**config.mk**
```make
export PLATFORM = sky130hd
export DESIGN_NAME = digit_video_top
export DESIGN_NICKNAME = d
export VERILOG_FILES = /design/src/digit_video_pkg.sv /design/src/seven_segment_decoder.sv /design/src/segments_to_bitmap.sv /design/src/hvsync_generator.sv /design/src/digit_frame_ctrl.sv /design/src/digit_video_top.sv
export VERILOG_INCLUDE_DIRS = /design/src /design/src/src
export SDC_FILE = /design/constraint.sdc
export NUM_CORES = 1
export LEC_CHECK = 0
export ABC_AREA = 1
export BUFFER_PORTS_ARGS = -buffer_cell sky130_fd_sc_hd__buf_2
export CORE_MARGIN = 2
export CORE_UTILIZATION = 45
export DETAILED_ROUTE_END_ITERATION = 6
export GPL_ROUTABILITY_DRIVEN = 0
export PLACE_DENSITY = 0.62
export REMOVE_ABC_BUFFERS = 1
export SYNTH_ARGS = -nofsm -noshare
export SYNTH_HDL_FRONTEND = slang
export SYNTH_SLANG_ARGS = --single-unit
```
**constraint.sdc**
```tcl
create_clock -name clk -period 3.41 [get_ports clk]
set_input_delay 0.682 -clock clk [delete_from_list [all_inputs] [get_ports clk]]
set_output_delay 0.682 -clock clk [all_outputs]
set_load 0.01 [all_outputs]
```
**src/digit_video_settings.svh**
```systemverilog
`ifndef DIGIT_VIDEO_SETTINGS_SVH
`define DIGIT_VIDEO_SETTINGS_SVH

// Horizontal timing in clock cycles.
// A line runs display, front porch, sync, back porch.
`define H_DISPLAY 256
`define H_BACK    23
`define H_FRONT   7
`define H_SYNC    23
`define H_TOTAL   309

// Vertical timing in lines.
// A frame runs display, bottom porch, sync, top porch.
`define V_DISPLAY 240
`define V_TOP     5
`define V_BOTTOM  14
`define V_SYNC    3
`define V_TOTAL   262

// Number of lit rows in a glyph cell.
`define GLYPH_ROWS 5

`endif

```
**src/digit_video_pkg.sv**
```systemverilog
package digit_video_pkg;

  // phase of one raster counter, shared by both axes.
  typedef enum logic [1:0] {
    PHASE_ACTIVE,
    PHASE_FRONT,
    PHASE_SYNC,
    PHASE_BACK
  } sync_phase_e;

  typedef logic [6:0] segments_t;  // segment a is bit 6, g is bit 0.

  typedef struct packed {
    logic [8:0] hpos;
    logic [8:0] vpos;
    logic       display_on;
    logic       hsync;
    logic       vsync;
    logic       frame_start;  // one cycle at the top left corner.
  } video_pos_t;

  typedef struct packed {
    logic       hsync;
    logic       vsync;
    logic [2:0] rgb;  // blue, green, red from msb down.
  } video_out_t;

  // four decimal digits, d3 is the most significant.
  typedef struct packed {
    logic [3:0] d3;
    logic [3:0] d2;
    logic [3:0] d1;
    logic [3:0] d0;
  } bcd_count_t;

endpackage

```
**src/seven_segment_decoder.sv**
```systemverilog
`timescale 1ns/1ps

module seven_segment_decoder (
  input  logic [3:0]                digit,
  output digit_video_pkg::segments_t segments
);

  // active high, a in bit 6 through g in bit 0.
  always_comb begin
    case (digit)
      4'd0:    segments = 7'b1111110;
      4'd1:    segments = 7'b0110000;
      4'd2:    segments = 7'b1101101;
      4'd3:    segments = 7'b1111001;
      4'd4:    segments = 7'b0110011;
      4'd5:    segments = 7'b1011011;
      4'd6:    segments = 7'b1011111;
      4'd7:    segments = 7'b1110000;
      4'd8:    segments = 7'b1111111;
      4'd9:    segments = 7'b1111011;
      default: segments = 7'b0000000;  // codes above nine stay dark.
    endcase
  end

endmodule

```
**src/segments_to_bitmap.sv**
```systemverilog
`timescale 1ns/1ps
`include "digit_video_settings.svh"

module segments_to_bitmap (
  input  digit_video_pkg::segments_t segments,
  input  logic [2:0]                 glyph_row,
  output logic [4:0]                 row_bits
);

  localparam logic [4:0] BAR   = 5'b11111;
  localparam logic [4:0] LEFT  = 5'b10000;
  localparam logic [4:0] RIGHT = 5'b00001;

  // bit 4 is the leftmost column of the glyph.
  always_comb begin
    row_bits = 5'b00000;
    if (glyph_row < 3'(`GLYPH_ROWS)) begin
      case (glyph_row)
        3'd0: row_bits = (segments[6] ? BAR : 5'b0) ^
                         (segments[5] ? RIGHT : 5'b0) ^
                         (segments[1] ? LEFT : 5'b0);
        3'd1: row_bits = (segments[1] ? LEFT : 5'b0) ^
                         (segments[5] ? RIGHT : 5'b0);
        3'd2: row_bits = (segments[0] ? BAR : 5'b0) ^
                         ((segments[5] || segments[4]) ? RIGHT : 5'b0) ^
                         ((segments[2] || segments[1]) ? LEFT : 5'b0);
        3'd3: row_bits = (segments[2] ? LEFT : 5'b0) ^
                         (segments[4] ? RIGHT : 5'b0);
        default: row_bits = (segments[3] ? BAR : 5'b0) ^
                            (segments[4] ? RIGHT : 5'b0) ^
                            (segments[2] ? LEFT : 5'b0);  // bottom row, segment d.
      endcase
    end
  end

endmodule

```
**src/hvsync_generator.sv**
```systemverilog
`timescale 1ns/1ps
`include "digit_video_settings.svh"

module hvsync_generator (
  input  logic                        clk,
  input  logic                        rst_n,
  output digit_video_pkg::video_pos_t pos
);

  logic [8:0]                   h_next;
  logic [8:0]                   v_next;
  logic                         h_wrap;
  logic                         v_wrap;
  digit_video_pkg::sync_phase_e h_phase;
  digit_video_pkg::sync_phase_e v_phase;
  digit_video_pkg::video_pos_t  pos_next;

  function automatic digit_video_pkg::sync_phase_e phase_of(
    input logic [8:0]  cnt,
    input int unsigned display,
    input int unsigned front,
    input int unsigned sync
  );
    digit_video_pkg::sync_phase_e phase;
    if (cnt < display) begin
      phase = digit_video_pkg::PHASE_ACTIVE;
    end else if (cnt < display + front) begin
      phase = digit_video_pkg::PHASE_FRONT;
    end else if (cnt < display + front + sync) begin
      phase = digit_video_pkg::PHASE_SYNC;
    end else begin
      phase = digit_video_pkg::PHASE_BACK;
    end
    return phase;
  endfunction

  assign h_wrap = (pos.hpos == 9'(`H_TOTAL - 1));
  assign v_wrap = (pos.vpos == 9'(`V_TOTAL - 1));

  always_comb begin
    h_next = h_wrap ? 9'd0 : pos.hpos + 9'd1;
    v_next = pos.vpos;
    if (h_wrap) begin
      v_next = v_wrap ? 9'd0 : pos.vpos + 9'd1;
    end
    if (!rst_n) begin
      h_next = 9'd0;  // reset parks the raster on the first pixel.
      v_next = 9'd0;
    end
  end

  assign h_phase = phase_of(h_next, `H_DISPLAY, `H_FRONT, `H_SYNC);
  assign v_phase = phase_of(v_next, `V_DISPLAY, `V_BOTTOM, `V_SYNC);

  // flags are decoded from the next position so they line up with the counters.
  always_comb begin
    pos_next.hpos        = h_next;
    pos_next.vpos        = v_next;
    pos_next.display_on  = (h_phase == digit_video_pkg::PHASE_ACTIVE) &&
                           (v_phase == digit_video_pkg::PHASE_ACTIVE);
    pos_next.hsync       = (h_phase == digit_video_pkg::PHASE_SYNC);
    pos_next.vsync       = (v_phase == digit_video_pkg::PHASE_SYNC);
    pos_next.frame_start = (h_next == 9'd0) && (v_next == 9'd0);
  end

  always_ff @(posedge clk) begin
    pos <= pos_next;
  end

endmodule

```
**src/digit_frame_ctrl.sv**
```systemverilog
`timescale 1ns/1ps

module digit_frame_ctrl (
  input  logic                        clk,
  input  logic                        rst_n,
  input  logic                        run,
  input  logic                        clear,
  input  digit_video_pkg::video_pos_t pos,
  output logic [3:0]                  digit,
  output logic [2:0]                  glyph_row,
  input  logic [4:0]                  row_bits,
  output digit_video_pkg::video_out_t video,
  output digit_video_pkg::bcd_count_t count
);

  logic [2:0]                  col_ofs;
  logic                        lit_bit;
  logic                        pixel_on;
  logic                        carry1;
  logic                        carry2;
  logic                        carry3;
  digit_video_pkg::bcd_count_t count_inc;

  function automatic logic [3:0] bcd_step(input logic [3:0] d, input logic en);
    logic [3:0] result;
    result = d;
    if (en) begin
      result = (d == 4'd9) ? 4'd0 : d + 4'd1;
    end
    return result;
  endfunction

  assign carry1 = (count.d0 == 4'd9);
  assign carry2 = carry1 && (count.d1 == 4'd9);
  assign carry3 = carry2 && (count.d2 == 4'd9);

  assign count_inc.d0 = bcd_step(count.d0, 1'b1);
  assign count_inc.d1 = bcd_step(count.d1, carry1);
  assign count_inc.d2 = bcd_step(count.d2, carry2);
  assign count_inc.d3 = bcd_step(count.d3, carry3);  // 9999 rolls over to 0000.

  always_ff @(posedge clk) begin
    if (!rst_n) begin
      count <= '0;
    end else if (clear) begin
      count <= '0;
    end else if (pos.frame_start && run) begin
      count <= count_inc;
    end
  end

  always_comb begin
    case (pos.hpos[5:4])
      2'd0:    digit = count.d3;
      2'd1:    digit = count.d2;
      2'd2:    digit = count.d1;
      default: digit = count.d0;
    endcase
  end

  assign glyph_row = pos.vpos[3:1];
  assign col_ofs   = pos.hpos[3:1];

  // columns 0 to 2 form the gap between glyphs.
  always_comb begin
    case (col_ofs)
      3'd3:    lit_bit = row_bits[4];
      3'd4:    lit_bit = row_bits[3];
      3'd5:    lit_bit = row_bits[2];
      3'd6:    lit_bit = row_bits[1];
      3'd7:    lit_bit = row_bits[0];
      default: lit_bit = 1'b0;
    endcase
  end

  assign pixel_on = pos.display_on && lit_bit;

  always_ff @(posedge clk) begin
    if (!rst_n) begin
      video <= '0;
    end else begin
      video.hsync <= pos.hsync;
      video.vsync <= pos.vsync;
      video.rgb   <= {1'b0, pixel_on, 1'b0};  // green only.
    end
  end

endmodule

```
**src/digit_video_top.sv**
```systemverilog
`timescale 1ns/1ps

module digit_video_top (
  input  logic                        clk,
  input  logic                        rst_n,
  input  logic                        run,
  input  logic                        clear,
  output digit_video_pkg::video_out_t video,
  output digit_video_pkg::bcd_count_t count
);

  digit_video_pkg::video_pos_t pos;
  digit_video_pkg::segments_t  segments;
  logic [3:0]                  digit;
  logic [2:0]                  glyph_row;
  logic [4:0]                  row_bits;

  hvsync_generator hvsync_generator_inst (
    .clk   (clk),
    .rst_n (rst_n),
    .pos   (pos)
  );

  digit_frame_ctrl digit_frame_ctrl_inst (
    .clk       (clk),
    .rst_n     (rst_n),
    .run       (run),
    .clear     (clear),
    .pos       (pos),
    .digit     (digit),
    .glyph_row (glyph_row),
    .row_bits  (row_bits),
    .video     (video),
    .count     (count)
  );

  // glyph path is combinational between the position and the pixel register.
  seven_segment_decoder seven_segment_decoder_inst (
    .digit    (digit),
    .segments (segments)
  );

  segments_to_bitmap segments_to_bitmap_inst (
    .segments  (segments),
    .glyph_row (glyph_row),
    .row_bits  (row_bits)
  );

endmodule

```
==> metrics.md, run 1 <==
| Metric | Value |
|---|---|
| Hold Path Class | `flip-flop to flip-flop` |
| Die area | `approximately 6200 sq um` |
| Initial antenna violation count | `0` |
| PostCTS Resize Cnt | `0` |
| Worst hold endpoint | `digit_frame_ctrl_inst.video[4]` |
| Tmin final | `2.307 ns` |
| Hold Vio Cnt, Final | `0` |
| Reg-to-Reg End | `digit_frame_ctrl_inst.video[1]` |
| Synthesis warning total | `0` |
| Max Cap Viol | `0` |
| Distinct cell type count after synthesis | `35` |
| Detailed Route Iter0 Violations | `approximately 100` |
| HPWL Detailed | `4453 um` |
| Fmax | `433.4 MHz` |
| Inserted Diodes | `0` |
| Clk_lat worst skew | `0.29 ns` |
| Clock Path Buffers | `2` |
| Avg Cell Area, Syn | `about 6.3 sq um` |
| Pin count of the biggest net entering global routing | `15` |
| Max VDD drop | `roughly 240 uV` |
| RSZ-0062 raised after global routing | `no` |
| Worst EP required | `3.66 ns` |
| CTS tree | `done` |
| Leakage Power | `0.001390 uW` |
| Reg2reg setup slack | `1.10 ns` |
| Core ar. | `5439 sq um` |
| GRT met2 Usage | `30.51%` |
| Clock Skew | `between 0.008 and 0.009 ns` |
| Setup CP Type | `flip-flop to flip-flop` |
| Post-Route WL | `5630 um` |
| Worst-path clk slew | `roughly 0.09 ns` |
| Post-DP Area | `2665 sq um` |
| Drt drc | `0` |
| Met1 GRT Util | `28.26%` |
| R2r worst-path depth | `16` |
| Worst-path fanout max | `12` |
| Global route overflow | `0` |
| Root buffer selected by CTS | `clkbuf_8` |
| Element type at the critical path start | `flip-flop` |
| Vias | `2,437` |
| Max-slew violation count | `0` |
| Pre-CTS WS | `1.111 ns` |
| PortBufs | `22` |
| Hold Path Cell Cnt | `2` |
| # IOs | `25` |
| Die height | `78.76 um` |
| TritonCTS sink count | `between 40 and 50` |
| Hold Startpoint | `hvsync_generator_inst.pos[2]` |
| EDFF count, synth | `0` |
| Initial Util | `46.24%` |
| FP Rows | `27` |
| Vias in the first global route | `around 2,200` |
| Cell Area, Synth | `2515 sq um` |
| Worst hold margin | `roughly 0.42 ns` |
| # nets final | `433` |
| Reg-to-reg startpoint | `hvsync_generator_inst.pos[18]` |
| Areal power density over the cells | `roughly 330 nW/um^2` |
| Layout cells sized above 1 | `11.82%` |
| Grt met3 use | `3.182%` |
| Outcome | `finished, final reports clean` |
| Gate Count Post-Synth | `399` |
| Count of final setup violators | `0` |
| Gr busiest metal | `met2` |
| ANT nets after route | `0` |
| Mean routed wirelength per cell | `11.37 um` |
| Fin crit share | `between 60% and 70%` |
| Total track usage | `between 10% and 20%` |
| Register area share after synthesis | `32.64%` |
| Commonest register cell after synthesis | `dfxtp_1` |
| Drt pass-1 iters | `4` |
| Hold_buf cts | `0` |
| Critical Path AT | `2.56 ns` |
| Final instance area | `about 2800 sq um` |
| Area Overhead vs Synth | `10.55%` |
| Final worst slack | `approximately 1.1 ns` |
| First-pass GRT wire length | `between 9000 and 10,000 um` |
| Crit end category | `flip-flop` |
| FFs w/ async S/R, synth | `0%` |
| Post-DR vias/cell | `4.923` |
| Setup TNS | `0 ns` |
| CTS buffer count | `5` |
| Setup repair bufs after CTS | `0` |
| Chip width | `78.76 um` |
| H-Tree Depth | `2` |
| PnR Total Power | `926.0 uW` |
| Number of synthesized register bits | `41` |
-- Yosys cell counts (all sizes together) (3+ instances only) --
| library cell | number | area, sq um |
|---|---|---|
| nand2 | 103 | 401.6 |
| inv | 69 | 261.5 |
| nor2 | 50 | 200.2 |
| nand3 | 44 | 230.2 |
| dfxtp | 41 | 820.8 |
| o21ai | 19 | 95.09 |
| a21oi | 16 | 83.83 |
| nand4 | 12 | 75.07 |
| nor3 | 11 | 65.06 |
| ha | 7 | 87.58 |
| buf | 6 | 53.79 |
| o211ai | 3 | 22.52 |
| o22ai | 3 | 18.77 |
| xor2 | 3 | 26.28 |
-- cells by family after synthesis --
family          after synthesis  synth area share (%)
flops                        41                 32.64
simple gates                226                 40.20
buf+inv                      78                 13.03
fa+ha+maj                     7                 3.482
other cells                   1                0.1491
xor+xnor                      3                 1.045
compound gates               43                 9.453
-- critical path: stages, from the launching register on --
cell and delay [ns]:
dfxtp_1 0.55, nand2_1 0.18, inv_2 0.12, nand2_1 0.05, nand2_1 0.16, inv_1 0.11, ha_1 0.28, nand3_1 0.11
nand3_1 0.15, nand2_1 0.07, a21oi_1 0.13, nand2_1 0.07, nand2_1 0.05, nand2_1 0.05, nor2_1 0.09, nand2_1 0.06
inv_1 0.04
-- stage by stage --
stage / util, % / std cells
after global placement: 49.00 / 487
final: 51.12 / 495
after detailed placement: 49.00 / 487
after global routing: 51.12 / 495
after floorplan: - / 392
after CTS: 51.12 / 495
-- layout by cell type (no fill, tap or decap), drive strengths merged --
cell type,n
a21oi,16
and3,1
buf,23
bufinv,1
clkbuf,5
clkinv,2
clkinvlp,1
conb,2
dfxtp,41
ha,7
inv,69
nand2,103
nand3,44
nand4,12
nor2,50
nor3,11
nor3b,1
nor4,2
o211a,1
o211ai,3
o21ai,19
o22ai,3
o31ai,1
or2,2
xor2,3
-- flip-flops by register name (all words and copies together) (netlist names) --
signal,flops
digit_frame_ctrl_inst.count,16
hvsync_generator_inst.pos,22
digit_frame_ctrl_inst.video,3
-- power by group --
part / internal [uW] / switching (uW)
registers: 484 / 5.32
clock network: 219 / 180
logic: 12.3 / 25.4
-- layer usage --
metal | part of all wire [%] | up-vias
li1 | - | 1323
met1 | 53 | 1075
met2 | 43 | 35
met3 | 3.1 | 4
met4 | 0.82 | 0
met5 | 0 | -
-- worst max-delay path by stage --
stage,from,slack [ns],end,cells past startpoint
final,hvsync_generator_inst.pos[18],1.10,digit_frame_ctrl_inst.video[1],16
after global routing,hvsync_generator_inst.pos[18],0.83,digit_frame_ctrl_inst.video[1],16
after floorplan,hvsync_generator_inst.pos[18],1.40,digit_frame_ctrl_inst.video[1],16
after global placement,hvsync_generator_inst.pos[18],1.12,digit_frame_ctrl_inst.video[1],16
after detailed placement,hvsync_generator_inst.pos[18],1.11,digit_frame_ctrl_inst.video[1],16
after CTS,hvsync_generator_inst.pos[18],1.09,digit_frame_ctrl_inst.video[1],16
-- cell type report --
cell class	count	area, sq um
clock inverters	3	46.29
inverters	70	266.5
clock buffers	5	68.82
well taps	72	90.09
flip-flops and latches	41	820.8
fillers	554	2659
repair buffers	23	117.6
multi-input cells	281	1370
No activity file was read; power rests on OpenSTA's default activity.
==> run 2, diff against run 1 <==
clock period = 2.42 ns   (was 3.41 ns; I/O delays follow)
==> metrics.md, run 2 (same netlist as run 1, synthesis figures left out) <==
| Metric | Value |
|---|---|
| # IOs | `25 (unchanged)` |
| Setup repair bufs after CTS | `0 (unchanged)` |
| Total track usage | `19.76% (was 19.71%)` |
| Hold Path Class | `flip-flop to flip-flop (unchanged)` |
| Crit end category | `flip-flop (unchanged)` |
| Detailed Route Iter0 Violations | `124 (was 103)` |
| H-Tree Depth | `2 (unchanged)` |
| Clock Path Buffers | `2 (unchanged)` |
| Largest Register | `hvsync_generator_inst.pos (unchanged)` |
| Global route overflow | `0 (unchanged)` |
| CP peak stage delay | `0.39 ns (was 0.55 ns)` |
| Fill count | `568 (was 554)` |
| Max VDD drop | `341.7 uV (was 240.2 uV)` |
| Worst EP required | `2.67 ns (was 3.66 ns)` |
| Initial Util | `46.24% (unchanged)` |
| Worst-path clk slew | `0.08 ns (was 0.09 ns)` |
| PnR Total Power | `1414 uW (was 926.0 uW)` |
| Count of final setup violators | `0 (unchanged)` |
| Clock Skew | `0.006192 ns (was 0.008836 ns)` |
| Outcome | `finished, final reports clean (unchanged)` |
| Hold Vio Cnt, Final | `0 (unchanged)` |
| First-pass GRT wire length | `9839 um (was 9832 um)` |
| Pre-CTS WS | `0.1263 ns (was 1.111 ns)` |
| Crit path cell chain | `nand2_1 > inv_2 > nand2_1 > nand4_1 > ha_1 > nand3_1 > nand3_1 > nand2_1 > a21oi_1 > nand2_1 > nand2_1 > nand2_1 > nor2_1 > nand2_1 > inv_1 (was nand2_1 > inv_2 > nand2_1 > nand2_1 > inv_1 > ha_1 > nand3_1 > nand3_1 > nand2_1 > a21oi_1 > nand2_1 > nand2_1 > nand2_1 > nor2_1 > nand2_1 > inv_1)` |
| Max-slew violation count | `0 (unchanged)` |
| Max Cap Viol | `0 (unchanged)` |
| TritonCTS sink count | `41 (unchanged)` |
| Crit path top cell by count | `nand2_1 (unchanged)` |
| Areal power density over the cells | `495.8 nW/um^2 (was 333.1 nW/um^2)` |
| FP Rows | `27 (unchanged)` |
| Chip width | `78.76 um (unchanged)` |
| HPWL Detailed | `4562 um (was 4453 um)` |
| Tmin final | `2.150 ns (was 2.307 ns)` |
| Setup CP Type | `flip-flop to flip-flop (unchanged)` |
| Die height | `78.76 um (unchanged)` |
| CTS buffer count | `5 (unchanged)` |
| Clk_lat worst skew | `0.29 ns (about the same)` |
| Vias in the first global route | `2,238 (was 2,249)` |
| Worst-path fanout max | `12 (unchanged)` |
| Drt pass-1 iters | `4 (unchanged)` |
| Final instance area | `2853 sq um (was 2780 sq um)` |
| Element type at the critical path start | `flip-flop (unchanged)` |
| Drt drc | `0 (unchanged)` |
| PostCTS Resize Cnt | `0 (unchanged)` |
| Leakage Power | `0.001432 uW (was 0.001390 uW)` |
| # nets final | `438 (was 433)` |
| PortBufs | `22 (unchanged)` |
| Initial antenna violation count | `0 (unchanged)` |
| Largest regs | `hvsync_generator_inst.pos (22), digit_frame_ctrl_inst.count (16), digit_frame_ctrl_inst.video (3) (unchanged)` |
| Core ar. | `5439 sq um (unchanged)` |
| Most frequent cells in the layout | `nand2_1 (98), inv_1 (65), nor2_1 (47) (was nand2_1 (99), inv_1 (65), nor2_1 (47))` |
| Post-DR vias/cell | `5.020 (was 4.923)` |
| ANT nets after route | `0 (unchanged)` |
| Number of flip-flops under the largest register name | `22 (unchanged)` |
| Pin count of the biggest net entering global routing | `15 (unchanged)` |
| Critical Path AT | `2.40 ns (was 2.56 ns)` |
| Inserted Diodes | `0 (unchanged)` |
| Die area | `6202 sq um (unchanged)` |
| Setup TNS | `0 ns (unchanged)` |
| RSZ-0062 raised after global routing | `no (unchanged)` |
| Vias | `2,510 (was 2,437)` |
| Final worst slack | `0.2698 ns (was 1.103 ns)` |
| Slowest stage cell on the critical path | `dfxtp_2 (was dfxtp_1)` |
| Layout cells sized above 1 | `13.79% (was 11.82%)` |
| Fin crit share | `88.85% (was 67.66%)` |
| Fmax | `465.1 MHz (was 433.4 MHz)` |
| Post-DP Area | `2703 sq um (was 2665 sq um)` |
| Area Overhead vs Synth | `13.43% (was 10.55%)` |
| CTS tree | `done (unchanged)` |
| Mean routed wirelength per cell | `11.53 um (was 11.37 um)` |
| Post-Route WL | `5763 um (was 5630 um)` |
| Commonest non-fill, non-tap cell in the layout | `nand2_1 (unchanged)` |
| Hold_buf cts | `0 (unchanged)` |
| Root buffer selected by CTS | `clkbuf_8 (unchanged)` |
[run 2: cell count changes in the layout (fill, tap and decap cells not counted)]
| cell | previous run | this run |
|---|---|---|
| dfxtp_2 | 0 | 1 |
| clkinvlp_4 | 1 | 0 |
| inv_6 | 0 | 1 |
| buf_4 | 1 | 6 |
| dfxtp_4 | 0 | 1 |
| nor3_1 | 9 | 8 |
| nand2_1 | 99 | 98 |
| dfxtp_1 | 41 | 39 |
| clkinv_4 | 1 | 0 |
| nor3_2 | 2 | 3 |
| nand2_2 | 3 | 4 |
| bufinv_16 | 1 | 2 |
[run 2: path summary, 6_finish.rpt]
check	slack, ns	cells after the start	startpoint	endpoint
worst max-delay path	0.27	15	hvsync_generator_inst.pos[18]	digit_frame_ctrl_inst.video[1]
worst min-delay path	0.42	2	hvsync_generator_inst.pos[1]	digit_frame_ctrl_inst.video[3]
worst min register to register	0.42	2	hvsync_generator_inst.pos[1]	digit_frame_ctrl_inst.video[3]
worst max register to register	0.27	15	hvsync_generator_inst.pos[18]	digit_frame_ctrl_inst.video[1]
[run 2: metrics by stage]
stage / utilization, % / instances / hold WS [ns]
after global routing: 52.45 / 500 / 0.4457
after global placement: 49.69 / 492 / 0.4092
after floorplan: - / 392 / 0.3900
after detailed placement: 49.69 / 492 / 0.4009
after CTS: 52.22 / 500 / 0.4247
final: 52.45 / 500 / 0.4226
[run 2: metal layers]
| layer | part of all wire, % | up-vias | global-route usage [%] |
|---|---|---|---|
| li1 | - | 1323 | - |
| met5 | 0 | - | 0 |
| met2 | 42 | 46 | 29.74 |
| met4 | 0.69 | 0 | 5.088 |
| met3 | 4.3 | 4 | 3.409 |
| met1 | 53 | 1137 | 29.17 |
[run 2: cell type report]
class	count	area [sq um]	share of cell area, %
multi-input cells	281	1378	48.29
flip-flops and latches	41	825.8	28.95
clock buffers	5	68.82	2.412
well taps	72	90.09	3.158
clock inverters	3	68.82	2.412
inverters	70	266.5	9.342
repair buffers	28	155.1	5.439
[run 2: worst max-delay path: cells and delay by family, from the launching register on]
kind | cells | cell delay [ns]
buffers and inverters | 2 | 0.11
and+or+nand+nor | 11 | 1.12
DFF | 1 | 0.39
AOI/OAI and AO/OA | 1 | 0.13
adders and majority gates | 1 | 0.37
[run 2: power by group]
| part | internal [uW] | leakage, uW | total, uW | switching, uW |
|---|---|---|---|---|
| combinational | 20.3 | 0.00103 | 56.5 | 36.1 |
| sequential | 681 | 0.000333 | 688 | 6.97 |
| clock | 415 | 0.0000687 | 670 | 255 |
==> run 3, diff against run 2 <==
==> constraint.sdc (replaced) <==
create_clock -name clk -period 2.42 [get_ports clk]
set_input_delay 0.242 -clock clk [delete_from_list [all_inputs] [get_ports clk]]
set_output_delay 0.242 -clock clk [all_outputs]
set_load 0.01 [all_outputs]
==> metrics.md, run 3 (same netlist as run 1, synthesis figures left out) <==
| Metric | Value |
|---|---|
| Largest regs | `hvsync_generator_inst.pos (22), digit_frame_ctrl_inst.count (16), digit_frame_ctrl_inst.video (3) (unchanged)` |
| Critical Path AT | `2.33 ns (was 2.40 ns)` |
| CP peak stage delay | `0.35 ns (was 0.39 ns)` |
| Root buffer selected by CTS | `clkbuf_8 (unchanged)` |
| Post-Route M1 WL | `3075 um (was 3045 um)` |
| Worst-path clk slew | `0.08 ns (about the same)` |
| Slowest stage cell on the critical path | `dfxtp_1 (was dfxtp_2)` |
| Hold Path Class | `input pin to flip-flop (was flip-flop to flip-flop)` |
| RSZ-0062 raised after global routing | `no (unchanged)` |
| Crit path max-delay family | `simple AND/OR/NAND/NOR gates (unchanged)` |
| Clock Path Buffers | `2 (unchanged)` |
| Initial antenna violation count | `0 (unchanged)` |
| Count of final setup violators | `0 (unchanged)` |
| ANT nets after route | `0 (unchanged)` |
| First-pass GRT wire length | `9998 um (was 9839 um)` |
| Setup repair bufs after CTS | `0 (unchanged)` |
| Core ar. | `5439 sq um (unchanged)` |
| Sw power | `297.1 uW (was 297.8 uW)` |
| Setup CP Type | `flip-flop to flip-flop (unchanged)` |
| Chip width | `78.76 um (unchanged)` |
| Setup TNS | `0 ns (unchanged)` |
| # IOs | `25 (unchanged)` |
| Fmax | `471.1 MHz (was 465.1 MHz)` |
| CTS tree | `done (unchanged)` |
| Worst hold margin | `0.2337 ns (was 0.4226 ns)` |
| Fin crit share | `87.71% (was 88.85%)` |
| Seq pwr share | `52.7% (was 48.6%)` |
| Pin count of the biggest net entering global routing | `15 (unchanged)` |
| Fill count | `575 (was 568)` |
| Areal power density over the cells | `463.2 nW/um^2 (was 495.8 nW/um^2)` |
| Element type at the critical path start | `flip-flop (unchanged)` |
| Clock power share | `43.1% (was 47.4%)` |
| Area Overhead vs Synth | `11.94% (was 13.43%)` |
| Max-slew violation count | `0 (unchanged)` |
| Crit path top cell by count | `nand2_1 (unchanged)` |
| Sw Share | `22.78% (was 21.06%)` |
| Clk_lat worst skew | `0.30 ns (was 0.29 ns)` |
| Vias in the first global route | `2,235 (was 2,238)` |
| Clock Skew | `0.006333 ns (was 0.006192 ns)` |
| Inserted Diodes | `0 (unchanged)` |
| CTS buffer count | `5 (unchanged)` |
| Detailed Route Iter0 Violations | `138 (was 124)` |
| Die height | `78.76 um (unchanged)` |
| Worst EP required | `2.63 ns (was 2.67 ns)` |
| Crit end category | `flip-flop (unchanged)` |
| Max VDD drop | `326.5 uV (was 341.7 uV)` |
| Number of flip-flops under the largest register name | `22 (unchanged)` |
| Top layer in use | `met4 (unchanged)` |
| # nets final | `436 (was 438)` |
| Global route overflow | `0 (unchanged)` |
| Post-Route WL | `5827 um (was 5763 um)` |
| Hold Vio Cnt, Final | `0 (unchanged)` |
| Logic pwr share | `4.2% (was 4.0%)` |
| Total track usage | `20.11% (was 19.76%)` |
| Drt drc | `0 (unchanged)` |
| Largest Register | `hvsync_generator_inst.pos (unchanged)` |
| Vias | `2,499 (was 2,510)` |
| Crit path cell chain | `inv_1 > ha_1 > nand2_1 > nor3_1 > nand2_2 > nor3_1 > nand2_1 > xor2_1 > nand2_1 > inv_1 > nand2_1 > nor2_1 > nand2_1 > nand2_1 > inv_1 (was nand2_1 > inv_2 > nand2_1 > nand4_1 > ha_1 > nand3_1 > nand3_1 > nand2_1 > a21oi_1 > nand2_1 > nand2_1 > nand2_1 > nor2_1 > nand2_1 > inv_1)` |
| HPWL Detailed | `4493 um (was 4562 um)` |
| Die area | `6202 sq um (unchanged)` |
| Layout cells sized above 1 | `13.15% (was 13.79%)` |
| Reg2reg setup slack | `0.30 ns (was 0.27 ns)` |
| Leakage Power | `0.001410 uW (was 0.001432 uW)` |
| Drt pass-1 iters | `4 (unchanged)` |
| WP buf/inv | `3 (was 2)` |
| FP Rows | `27 (unchanged)` |
| Outcome | `finished, final reports clean (unchanged)` |
| Metal2 WL | `2464 um (was 2431 um)` |
| Post-DR vias/cell | `5.018 (was 5.020)` |
| Worst-path fanout max | `4 (was 12)` |
| PortBufs | `22 (unchanged)` |
| Commonest non-fill, non-tap cell in the layout | `nand2_1 (unchanged)` |
| Most frequent cells in the layout | `nand2_1 (99), inv_1 (64), nor2_1 (47) (was nand2_1 (98), inv_1 (65), nor2_1 (47))` |
| Initial Util | `46.24% (unchanged)` |
| Mean routed wirelength per cell | `11.70 um (was 11.53 um)` |
| Max Cap Viol | `0 (unchanged)` |
| TritonCTS sink count | `41 (unchanged)` |
| H-Tree Depth | `2 (unchanged)` |
| Pint | `1007 uW (was 1117 uW)` |
| DR WL met3 | `219 um (was 245 um)` |
| Tmin final | `2.123 ns (was 2.150 ns)` |
## run 3: changes by cell type in the layout (fill, tap and decap cells not counted), sizes merged
| cell | change |
|---|---|
| buf | -2 |
| bufinv | -1 |
| clkinv | +1 |
| clkinvlp | +1 |
| inv | -1 |
## run 3: final timing paths
path,from,endpoint,depth (start not counted)
worst max-delay path,hvsync_generator_inst.pos[13],hvsync_generator_inst.pos[3],15
worst min-delay path,rst_n,digit_frame_ctrl_inst.video[3],3
worst max register to register,hvsync_generator_inst.pos[13],hvsync_generator_inst.pos[3],15
worst min register to register,hvsync_generator_inst.pos[1],digit_frame_ctrl_inst.video[3],2
## run 3: layout make-up
| class | instances | area (sq um) | share of cell area, % |
|---|---|---|---|
| tap | 72 | 90.09 | 3.200 |
| sequential | 41 | 828.3 | 29.42 |
| inverter | 70 | 266.5 | 9.467 |
| clock buffer | 5 | 68.82 | 2.444 |
| multi-input combinational | 281 | 1375 | 48.84 |
| clock inverter | 3 | 46.29 | 1.644 |
| timing repair buffer | 26 | 140.1 | 4.978 |
## run 3: repair_timing
item / in CTS / in global routing
gates resized for setup: 0 / 6
hold buffers: 0 / 0
setup endpoints to repair: 0 / 3
## run 3: per-stage QoR
step                instances  area [sq um]  power [uW]  setup slack [ns]  util (%)
CTS                       498          2803        1320            0.1132     51.53
global placement          490          2688       758.6            0.1744     49.41
finish                    498          2815        1304            0.2975     51.76
floorplan                 392          2457       738.8            0.4139         -
detailed placement        490          2688       759.2            0.1315     49.41
global route              498          2815        1356          0.006652     51.76
## run 3: power groups by stage
| stage | Clock, uW | Combinational [uW] | Sequential (uW) |
|---|---|---|---|
| 2_1_floorplan | 0 | 36.0 | 703 |
| 3_3_place_gp | 0 | 53.3 | 705 |
| 3_5_place_dp | 0 | 53.9 | 705 |
| 4_1_cts | 576 | 54.7 | 690 |
| 5_1_grt | 605 | 62.6 | 688 |
| 6_report | 562 | 54.8 | 687 |
## run 3: layer usage
layer	up-vias	GRT usage, %
li1	1325	-
met1	1123	29.71
met2	44	30.09
met3	7	3.068
met4	0	6.140
met5	-	0
## run 3: worst reg2reg max path: cells and delay by family, from the launching register on
family                     cells  cell delay, ns
DFF                            1            0.35
adders and majority gates      1            0.15
and+or+nand+nor               10            1.17
buffers and inverters          3            0.21
xor gates and xnor gates       1            0.15
